[config.mk]
export PLATFORM = sky130hd
export DESIGN_NAME = input_router_top
export DESIGN_NICKNAME = d
export VERILOG_FILES = /design/src/logic/input_router_pkg.sv /design/src/logic/llapi_port.sv /design/src/logic/player_slot_mux.sv /design/src/logic/arcade_control_merge.sv /design/src/logic/dip_switch_bank.sv /design/src/logic/input_router_top.sv
export SDC_FILE = /design/constraint.sdc
export NUM_CORES = 1
export LEC_CHECK = 0
export BUFFER_PORTS_ARGS = -buffer_cell sky130_fd_sc_hd__buf_2
export CELL_PAD_IN_SITES_DETAIL_PLACEMENT = 2
export CELL_PAD_IN_SITES_GLOBAL_PLACEMENT = 2
export CORE_MARGIN = 2
export CORE_UTILIZATION = 15
export DETAILED_ROUTE_END_ITERATION = 7
export PLACE_DENSITY_LB_ADDON = 0.1
export SLEW_MARGIN = 20
export SYNTH_ARGS = -nofsm -noshare
export SYNTH_HDL_FRONTEND = slang
export SYNTH_SLANG_ARGS = --single-unit
[constraint.sdc]
create_clock -name clk_sys -period 3.45 [get_ports clk_sys]
set_input_delay 0.345 -clock clk_sys [delete_from_list [all_inputs] [get_ports clk_sys]]
set_output_delay 0.345 -clock clk_sys [all_outputs]
set_load 0.01 [all_outputs]
[src/logic/input_router_pkg.sv]
// Shared types for the player input router, imported by the RTL and the testbench
// Joystick words follow the core layout, with HID buttons already reordered

package input_router_pkg;

    ////////////////////////////////////////
    // Sizes
    ////////////////////////////////////////

    // Player slots and USB pads
    localparam int NUM_PLAYERS = 4;
    // DIP bytes held from the download stream
    localparam int DIP_BYTES = 8;

    ////////////////////////////////////////
    // Joystick word layout
    ////////////////////////////////////////

    // Bits 3..0 dpad, 6..4 A B C, 9..7 D E F
    localparam int JOY_START  = 10;
    localparam int JOY_COIN   = 11;
    // Start 2 and pause only ever come from USB pads
    localparam int JOY_START2 = 12;
    localparam int JOY_PAUSE  = 13;

    // Top 6 bits unused
    typedef logic [19:0] joy_word_t;

    // One word per slot or USB pad, index 0 is player 1
    typedef joy_word_t [NUM_PLAYERS-1:0] joy_set_t;

    // Keyboard player word, low 10 bits reach the game
    typedef logic [15:0] key_word_t;

    // Player input word sent to the game
    typedef logic [9:0] player_word_t;

    ////////////////////////////////////////
    // Bundles
    ////////////////////////////////////////

    // Contents of one LLAPI controller port
    typedef struct packed {
        logic        en;
        logic [7:0]  pad_type;
        logic [31:0] buttons;
    } llapi_pad_t;

    // Start is one bit per player
    typedef struct packed {
        logic [NUM_PLAYERS-1:0] start;
        logic                   coin;
        logic                   pause;
    } arcade_ctrl_t;

    // Download write stream
    typedef struct packed {
        logic        wr;
        logic [7:0]  index;
        logic [24:0] addr;
        logic [7:0]  data;
    } ioctl_wr_t;

endpackage

[src/logic/llapi_port.sv]
// One LLAPI controller port: presence detection, HID to joystick remap
// and the down + start + first button menu combo

`timescale 1ns/1ps

module llapi_port
    import input_router_pkg::*;
(
    input  logic       clk_sys,
    input  logic       reset,
    input  llapi_pad_t pad,
    output joy_word_t  joy,
    output logic       in_use,
    output logic       menu_combo
);

    // Sticky flag, any button ever pressed since reset
    logic button_seen;
    // Pad type is a real controller id (0 and 255 mean none or unknown)
    logic type_valid;

    always_ff @(posedge clk_sys) begin
        if (reset) begin
            button_seen <= 1'b0;
        end else if (|pad.buttons) begin
            button_seen <= 1'b1;
        end
    end

    ////////////////////////////////////////
    // Presence
    ////////////////////////////////////////

    // Type 0 is also an Atari pad, so it only counts once a button was seen
    assign type_valid = (|pad.pad_type) && !(&pad.pad_type);
    assign in_use     = pad.en && (type_valid || button_seen);

    ////////////////////////////////////////
    // Remap
    ////////////////////////////////////////

    always_comb begin
        joy = '0;
        // Dpad, HID 27..24 map straight onto bits 3..0
        joy[3:0] = pad.buttons[27:24];
        // A B C
        joy[4] = pad.buttons[0];
        joy[5] = pad.buttons[1];
        joy[6] = pad.buttons[2];
        // D E F, note E and F skip over start and coin
        joy[7] = pad.buttons[3];
        joy[8] = pad.buttons[6];
        joy[9] = pad.buttons[7];
        joy[JOY_START] = pad.buttons[5];
        joy[JOY_COIN]  = pad.buttons[4];
    end

    // Down + start + A, independent of en
    assign menu_combo = pad.buttons[26] & pad.buttons[5] & pad.buttons[0];

endmodule

[src/logic/player_slot_mux.sv]
// Places LLAPI pads on the lowest player slots and shifts USB pads up
// into whatever slots are left

`timescale 1ns/1ps

module player_slot_mux
    import input_router_pkg::*;
(
    input  joy_word_t ll_joy_a,
    input  joy_word_t ll_joy_b,
    input  logic      ll_use_a,
    input  logic      ll_use_b,
    input  joy_set_t  usb_joy,
    output joy_set_t  slot_joy
);

    always_comb begin
        if (ll_use_a && ll_use_b) begin
            // Both LLAPI pads present
            slot_joy[0] = ll_joy_a;
            slot_joy[1] = ll_joy_b;
            slot_joy[2] = usb_joy[0];
            slot_joy[3] = usb_joy[1];
        end else if (ll_use_a ^ ll_use_b) begin
            // One LLAPI pad, USB 0 fills the other low slot
            slot_joy[0] = ll_use_a ? ll_joy_a : usb_joy[0];
            slot_joy[1] = ll_use_b ? ll_joy_b : usb_joy[0];
            slot_joy[2] = usb_joy[1];
            slot_joy[3] = usb_joy[2];
        end else begin
            // USB only
            slot_joy = usb_joy;
        end
    end

endmodule

[src/logic/arcade_control_merge.sv]
// Merges keyboard players with the slot joysticks and derives the
// start, coin and pause controls for the game

`timescale 1ns/1ps

module arcade_control_merge
    import input_router_pkg::*;
(
    input  joy_set_t                        slot_joy,
    input  key_word_t    [NUM_PLAYERS-1:0] keyboard,
    input  logic         [NUM_PLAYERS-1:0] key_start,
    input  logic         [NUM_PLAYERS-1:0] key_coin,
    input  logic                            key_pause,
    output player_word_t [NUM_PLAYERS-1:0] player_in,
    output arcade_ctrl_t                    ctrl
);

    // OR of all slots, for controls any pad may raise
    joy_word_t joy_combined;

    always_comb begin
        joy_combined = '0;
        for (int i = 0; i < NUM_PLAYERS; i++) begin
            joy_combined = joy_combined | slot_joy[i];
        end
    end

    ////////////////////////////////////////
    // Player words
    ////////////////////////////////////////

    always_comb begin
        for (int i = 0; i < NUM_PLAYERS; i++) begin
            player_in[i] = keyboard[i][9:0] | slot_joy[i][9:0];
        end
    end

    ////////////////////////////////////////
    // Start, coin, pause
    ////////////////////////////////////////

    always_comb begin
        for (int i = 0; i < NUM_PLAYERS; i++) begin
            ctrl.start[i] = slot_joy[i][JOY_START] | key_start[i];
        end
        // USB start 2 button goes to player 2 from any pad
        ctrl.start[1] = ctrl.start[1] | joy_combined[JOY_START2];
        // Single coin slot
        ctrl.coin  = joy_combined[JOY_COIN] | (|key_coin);
        ctrl.pause = joy_combined[JOY_PAUSE] | key_pause;
    end

endmodule

[src/logic/dip_switch_bank.sv]
// DIP switch bytes captured from the download stream
// Bytes are active low and read all off after reset

`timescale 1ns/1ps

module dip_switch_bank
    import input_router_pkg::*;
#(
    parameter logic [7:0] DIP_INDEX     = 8'd254,
    parameter int         DIP_OUT_BYTES = 3
) (
    input  logic                          clk_sys,
    input  logic                          reset,
    input  ioctl_wr_t                     ioctl,
    output logic [DIP_OUT_BYTES-1:0][7:0] dip_sw
);

    localparam int SEL_W = $clog2(DIP_BYTES);

    logic [7:0] dip_mem [DIP_BYTES];
    logic       dip_hit;

    // Only the first DIP_BYTES addresses of the DIP index are switch bytes
    assign dip_hit = ioctl.wr && (ioctl.index == DIP_INDEX) &&
                     (ioctl.addr[$bits(ioctl.addr)-1:SEL_W] == '0);

    always_ff @(posedge clk_sys) begin
        if (reset) begin
            for (int i = 0; i < DIP_BYTES; i++) begin
                dip_mem[i] <= 8'hff;
            end
        end else if (dip_hit) begin
            dip_mem[ioctl.addr[SEL_W-1:0]] <= ioctl.data;
        end
    end

    // Game sees the low bytes only, byte 0 lowest
    always_comb begin
        for (int i = 0; i < DIP_OUT_BYTES; i++) begin
            dip_sw[i] = dip_mem[i];
        end
    end

endmodule

[src/logic/input_router_top.sv]
// Player input router top: two LLAPI ports, USB slot shifting, keyboard merge
// and DIP capture. Set DIP_INDEX and DIP_OUT_BYTES to match the core

`timescale 1ns/1ps

module input_router_top
    import input_router_pkg::*;
#(
    parameter logic [7:0] DIP_INDEX     = 8'd254,
    parameter int         DIP_OUT_BYTES = 3
) (
    input  logic                            clk_sys,
    input  logic                            reset,
    input  llapi_pad_t                      llapi_a,
    input  llapi_pad_t                      llapi_b,
    input  joy_set_t                        usb_joy,
    input  key_word_t    [NUM_PLAYERS-1:0] keyboard,
    input  logic         [NUM_PLAYERS-1:0] key_start,
    input  logic         [NUM_PLAYERS-1:0] key_coin,
    input  logic                            key_pause,
    input  ioctl_wr_t                       ioctl,
    output player_word_t [NUM_PLAYERS-1:0] player_in,
    output arcade_ctrl_t                    ctrl,
    output logic                            osd_button,
    output logic  [DIP_OUT_BYTES-1:0][7:0]  dip_sw
);

    joy_word_t joy_ll_a;
    joy_word_t joy_ll_b;
    logic      use_ll_a;
    logic      use_ll_b;
    logic      combo_a;
    logic      combo_b;
    joy_set_t  slot_joy;

    ////////////////////////////////////////
    // LLAPI ports
    ////////////////////////////////////////

    llapi_port port_a (
        .clk_sys    (clk_sys),
        .reset      (reset),
        .pad        (llapi_a),
        .joy        (joy_ll_a),
        .in_use     (use_ll_a),
        .menu_combo (combo_a)
    );

    llapi_port port_b (
        .clk_sys    (clk_sys),
        .reset      (reset),
        .pad        (llapi_b),
        .joy        (joy_ll_b),
        .in_use     (use_ll_b),
        .menu_combo (combo_b)
    );

    // Menu combo on either port opens the OSD
    assign osd_button = combo_a | combo_b;

    ////////////////////////////////////////
    // Slots and merge
    ////////////////////////////////////////

    player_slot_mux player_slot_mux_inst (
        .ll_joy_a (joy_ll_a),
        .ll_joy_b (joy_ll_b),
        .ll_use_a (use_ll_a),
        .ll_use_b (use_ll_b),
        .usb_joy  (usb_joy),
        .slot_joy (slot_joy)
    );

    arcade_control_merge arcade_control_merge_inst (
        .slot_joy  (slot_joy),
        .keyboard  (keyboard),
        .key_start (key_start),
        .key_coin  (key_coin),
        .key_pause (key_pause),
        .player_in (player_in),
        .ctrl      (ctrl)
    );

    // DIP switches
    dip_switch_bank #(
        .DIP_INDEX     (DIP_INDEX),
        .DIP_OUT_BYTES (DIP_OUT_BYTES)
    ) dip_switch_bank_inst (
        .clk_sys (clk_sys),
        .reset   (reset),
        .ioctl   (ioctl),
        .dip_sw  (dip_sw)
    );

endmodule

==> results.yml, run 1 <==
outcome:
  status: "completed"
route:
  drt_iter0_drc: 68
  drt-pass1-iter-count: 4
  drcViolationCount: 0
  routed_wl_mm: 15.84
  antenna_left: 0
  vias_per_cell: 4.495
  drt-wirelength-per-cell_um: 18.42
  vias: 3866
synthesis:
  synth_top_area_share_pct: 26.04
  yosys_most_used_dff: "edfxtp_1"
  synth_fp_nets: 608
  synth.most_common_cell: "nand2b_1"
  synth_seq_cells: 26
  yosys-top-cells-count: "nand2b_1, a21oi_1, nor4_1, edfxtp_1, nor2_1"
  synth_cell_types: 41
  synth_edf_count: 24
  synth_area_per_cell_um2: 8.438
  yosysTopAreaCell: "edfxtp_1"
  synthArstFlopShare_pct: 0
  yosysWarnings: 0
  ys_seq_area_share_pct: 27.49
  synthTopCellsByArea: "edfxtp_1, nand2b_1, mux2_2"
  synth_cells: 328
  synth_area_um2: 2768
power_and_ir_drop:
  leakage_nw: 2.119
  powerDensity_nw_per_um2: 235.7
  ir_drop_uv: 151.2
worst_setup_path:
  cp_max_fo: 15
  crit_arrival_ns: 2.82
  r2r-end: "port_b.button_seen"
  rrSetupSlack_ns: 1.90
  reg2regPathDepth: 4
  critical_path.startpoint_type: "input pin"
  critPathKind: "input pin to output port"
  required_ns: 3.11
  r2r-start: "port_b.button_seen"
  end_kind: "output port"
sta:
  setup_ws_ns: 0.2883
  finalCritPeriodShare_pct: 91.64
  hold_viol: 0
  slew_violations: 0
  max_freq_mhz: 316.3
  worst_pin_slew_ns: 0.6025
  finClkSkew_ns: 0
  fin_crit_ns: 3.162
  fin_tns_setup_ns: 0
  slew_headroom_pct: 59.78
  setup_viol: 0
  rsz0062_at_grt: "false"
min_path:
  hold_depth: 3
  min_to: "port_a.button_seen"
  hp-class: "input pin to flip-flop"
  min_from: "llapi_a[13]"
run:
  drv_cap: 0
clock_tree:
  path_clk_slew_ns: 0.06
  cts_tree: "built"
  clk_path_buf_depth: 2
  cts_buffers: 3
  root_buffer: "clkbuf_16"
  htreeDepth: 1
  hold_buffers: 0
  cts_sinks: 26
  clock_latency_ns: 0.25
floorplan:
  dieArea_um2: 19550
  core_um2: 18020
  rows: 49
  initial_core_util_pct: 15.35
  io_pins: 350
  die_y_um: 139.8
  fp.dieW_um: 139.8
global_route:
  overflow: 0
  grt_max_degree: 28
  grtUsageTotal_pct: 15.43
  grt_pass1_vias: 4331
  antenna_found_initial: 5
  grt_pass1_wl_mm: 24.04
cells_and_area:
  drive_above_1_share_pct: 56.62
  nets: 908
  syn2layout_area_growth_pct: 69.12
placement:
  gp_congestion: 0.7989
  dp_hpwl_mm: 13.99
  preCtsSetupSlack_ns: 0.09740
  io_buffers: 301
-- cell type report --
type / count / area, um2
Sequential cell: 26 / 760.7
Tap cell: 229 / 286.5
Timing Repair Buffer: 312 / 1589
Clock inverter: 1 / 3.754
Antenna cell: 4 / 10.01
Multi-Input combinational cell: 269 / 1892
Inverter: 16 / 63.81
Fill cell: 2192 / 13340
Clock buffer: 3 / 75.07
-- critical path: stages --
cell	delay, ns
buf_2	0.11
nor4_1	0.34
a21oi_2	0.14
o21ai_1	0.22
inv_1	0.08
ha_2	0.51
buf_4	0.30
mux2_2	0.37
mux2i_1	0.18
nand2b_1	0.07
buf_2	0.14
-- per-layer routing --
layer  track usage [%]  wire, um  up-vias
li1                  -         -     1853
met5                 0        13        -
met2             29.17      8270      161
met4             2.105        79        2
met1             18.43      6416     1844
met3             2.925      1056        6
-- kinds of logic after synthesis --
group	share of synthesized area [%]
simple gates	33.59
compound gates	17.04
mux	16.91
buf+inv	4.521
flops	27.49
fa+ha+maj	0.4520
-- power breakdown --
part | total, mW | internal (mW) | switching [mW]
Clock | 0.252 | 0.155 | 0.0969
Combinational | 0.486 | 0.242 | 0.245
Sequential | 0.366 | 0.359 | 0.00704
Total | 1.10 | 0.755 | 0.349
-- metrics by stage --
stage | hold WS [ns] | utilization, % | cells | total power, mW | instance area (um2)
CTS | 0.3505 | 25.81 | 854 | 1.119 | 4652
detailed placement | 0.6130 | 25.37 | 850 | 0.8641 | 4573
global placement | 0.6050 | 25.37 | 850 | 0.8518 | 4573
global route | 0.3735 | 25.95 | 859 | 1.183 | 4678
floorplan | 0.4141 | - | 328 | 0.5811 | 2768
finish | 0.3571 | 25.97 | 860 | 1.103 | 4681
-- cell usage in the layout, fill, tap and decap left out, types with 8 or more instances in the layout --
cell,Yosys,routed
nand2b_1,42,42
buf_2,1,301
a211o_1,14,14
edfxtp_1,24,24
or3_1,14,14
or2_2,8,8
mux2_2,22,22
nor4_1,26,26
nor2_1,23,23
nand3b_1,10,10
mux2i_1,22,22
inv_1,16,15
buf_4,0,11
a21oi_1,27,26
-- sequential cells by signal, summed over array words and instances, names as in the netlist --
| register | cells |
|---|---|
| dip_switch_bank_inst.dip_mem | 24 |
| port_a.button_seen | 1 |
| port_b.button_seen | 1 |
-- worst max-delay path by stage --
stage / from / to / slack (ns)
5_1_grt: llapi_b[33] / player_in[20] / 0.02
3_3_place_gp: llapi_b[37] / ctrl[0] / 0.11
2_1_floorplan: llapi_a[33] / player_in[10] / 0.22
3_5_place_dp: llapi_b[33] / ctrl[0] / 0.1
4_1_cts: llapi_b[33] / ctrl[0] / 0.08
6_report: llapi_b[37] / player_in[20] / 0.29
-- what timing repair did --
action,in CTS,in global routing
setup endpoints to repair,0,10
buffers inserted,0,2
gates resized for setup,0,2
No activity file was read; power rests on OpenSTA's default activity.
==> inputs of run 2 (changes only) <==
--- a/config.mk
+++ b/config.mk
@@ -9,8 +9,9 @@
 export CELL_PAD_IN_SITES_DETAIL_PLACEMENT = 2
 export CELL_PAD_IN_SITES_GLOBAL_PLACEMENT = 2
 export CORE_MARGIN = 2
-export CORE_UTILIZATION = 15
+export CORE_UTILIZATION = 13
 export DETAILED_ROUTE_END_ITERATION = 7
+export GPL_TIMING_DRIVEN = 0
 export PLACE_DENSITY_LB_ADDON = 0.1
 export SLEW_MARGIN = 20
 export SYNTH_ARGS = -nofsm -noshare
==> constraint.sdc (replaced) <==
create_clock -name clk_sys -period 2.8 [get_ports clk_sys]
set_input_delay 0.28 -clock clk_sys [delete_from_list [all_inputs] [get_ports clk_sys]]
set_output_delay 0.28 -clock clk_sys [all_outputs]
set_load 0.01 [all_outputs]
==> run 2 against run 1 <==
Cell area up 7.6%. First-iteration DRC count up 4.4%. Power up 31%. Sequential share of layout area down 1.1 points. Largest cell class unchanged.
==> results.yml, run 2 (synthesis results as in run 1) <==
sta:
  rsz0062_at_grt: "true"
  setup_ws_ns: 0.008055
  max_freq_mhz: 358.2
  slew_headroom_pct: 60.09
  hold_viol: 0
  slew_violations: 0
  finalCritPeriodShare_pct: 99.71
  worst_pin_slew_ns: 0.5987
  timing.hold.ws_ns: 0.2973
  fin_crit_ns: 2.792
  finClkSkew_ns: 0
  setup_viol: 0
worst_setup_path:
  path_cells: "buf_2, nor4_2, a21oi_2, o21ai_2, inv_1, ha_4, clkbuf_16, clkinvlp_4, a211oi_2, a21oi_1, a211o_1, buf_2"
  cp_top_family: "compound AO/OA/AOI/OAI gates"
  end_kind: "output port"
  critPathKind: "input pin to output port"
  worst_path_max_delay_cell: "nor4_2"
  timing.critical_path.buf_inv: 5
  cp_common_cell: "buf_2"
  critical_path.startpoint_type: "input pin"
  crit_arrival_ns: 2.51
  required_ns: 2.52
  max_stage_delay_ns: 0.29
  cp_max_fo: 6
route:
  drcViolationCount: 0
  vias: 3907
  drt_iter0_drc: 71
  routed_wl_mm: 18.15
  antenna_left: 0
  drt-wirelength-per-cell_um: 19.75
  vias_per_cell: 4.251
  drt-pass1-iter-count: 4
placement:
  dp_hpwl_mm: 15.71
  gp_congestion: 0.8435
  preCtsSetupSlack_ns: -1.261
  io_buffers: 301
clock_tree:
  cts_sinks: 26
  clock_latency_ns: 0.25
  cts_tree: "built"
  path_clk_slew_ns: 0.06
  clk_path_buf_depth: 2
  htreeDepth: 1
  cts_buffers: 3
  root_buffer: "clkbuf_16"
global_route:
  antenna_found_initial: 3
  grt_pass1_vias: 4428
  overflow: 0
  grt_max_degree: 15
  grt_pass1_wl_mm: 26.28
  grtUsageTotal_pct: 15.24
floorplan:
  core_um2: 20960
  fp.dieW_um: 149.9
  initial_core_util_pct: 13.21
  rows: 53
  io_pins: 350
  die_y_um: 149.9
  dieArea_um2: 22470
cells_and_area:
  fillers: 2536
  nets: 921
  drive_above_1_share_pct: 60.16
  regMostFlops: "dip_switch_bank_inst.dip_mem"
  final_common_cell: "buf_2"
  syn2layout_area_growth_pct: 81.92
  top_regs: "dip_switch_bank_inst.dip_mem: 24 flops, port_a.button_seen: 1 flops, port_b.button_seen: 1 flops"
  final_cell_mix: "buf_2, nand2b_1, a21oi_1, edfxtp_1"
  largest_reg_flops: 24
min_path:
  hp-class: "input pin to flip-flop"
outcome:
  status: "completed"
run:
  drv_cap: 0
power_and_ir_drop:
  powerDensity_nw_per_um2: 287.3
  leakage_nw: 2.212
  ir_drop_uv: 184.8
==> run 2: layout make-up <==
type                    count  area, um2  share of cell area [%]
diodes                      4      10.01                  0.1988
plain buffers              16      128.9                   2.560
clock buffers               4      78.83                   1.566
inverters                  16      66.31                   1.317
multi-input cells         269       2026                   40.23
flip-flops and latches     26      760.7                   15.11
well taps                 275      344.1                   6.834
repair buffers            309       1620                   32.18
==> run 2: tightest hold or removal path: stages <==
cell     delay, ns
buf_2         0.08
nor4_1        0.04
a21oi_1       0.11
==> run 2: what timing repair did <==
action / in CTS / in global routing
setup buffers: 8 / 0
resized for setup: 42 / 22
endpoints found under the setup margin: 35 / 35
pin swaps: 11 / 10
hold buffers: 0 / 0
==> run 2: worst paths after layout <==
check / end / slack (ns) / start / cells after the start
worst max-delay path: ctrl[1] / 0.008 / llapi_b[33] / 12
worst min-delay path: port_a.button_seen / 0.30 / llapi_a[15] / 3
worst max register to register: port_b.button_seen / 0.93 / port_b.button_seen / 5
worst min register to register: port_a.button_seen / 0.71 / port_a.button_seen / 4
==> run 2: layer usage <==
metal	global-route usage (%)	share of wire [%]
met3	2.866	6.9
met4	1.651	0.50
met1	18.67	41
met5	0	0
met2	28.38	52
==> run 2: report_power, final <==
group	leakage (nW)	switching (mW)	internal, mW
registers	0.259	0.00732	0.442
clock network	0.0382	0.125	0.195
logic	1.91	0.343	0.335
total	2.21	0.475	0.971
==> run 2: through the flow <==
step | utilization, % | power [mW] | setup TNS (ns) | instance area, um2 | cells
floorplan | - | 0.7205 | 0 | 2790 | 328
global placement | 22.15 | 1.064 | -29.18 | 4641 | 904
detailed placement | 22.15 | 1.085 | -32.37 | 4641 | 904
CTS | 23.64 | 1.455 | -0.1382 | 4954 | 915
global route | 24.00 | 1.538 | -0.7986 | 5030 | 917
finish | 24.03 | 1.446 | 0 | 5035 | 919
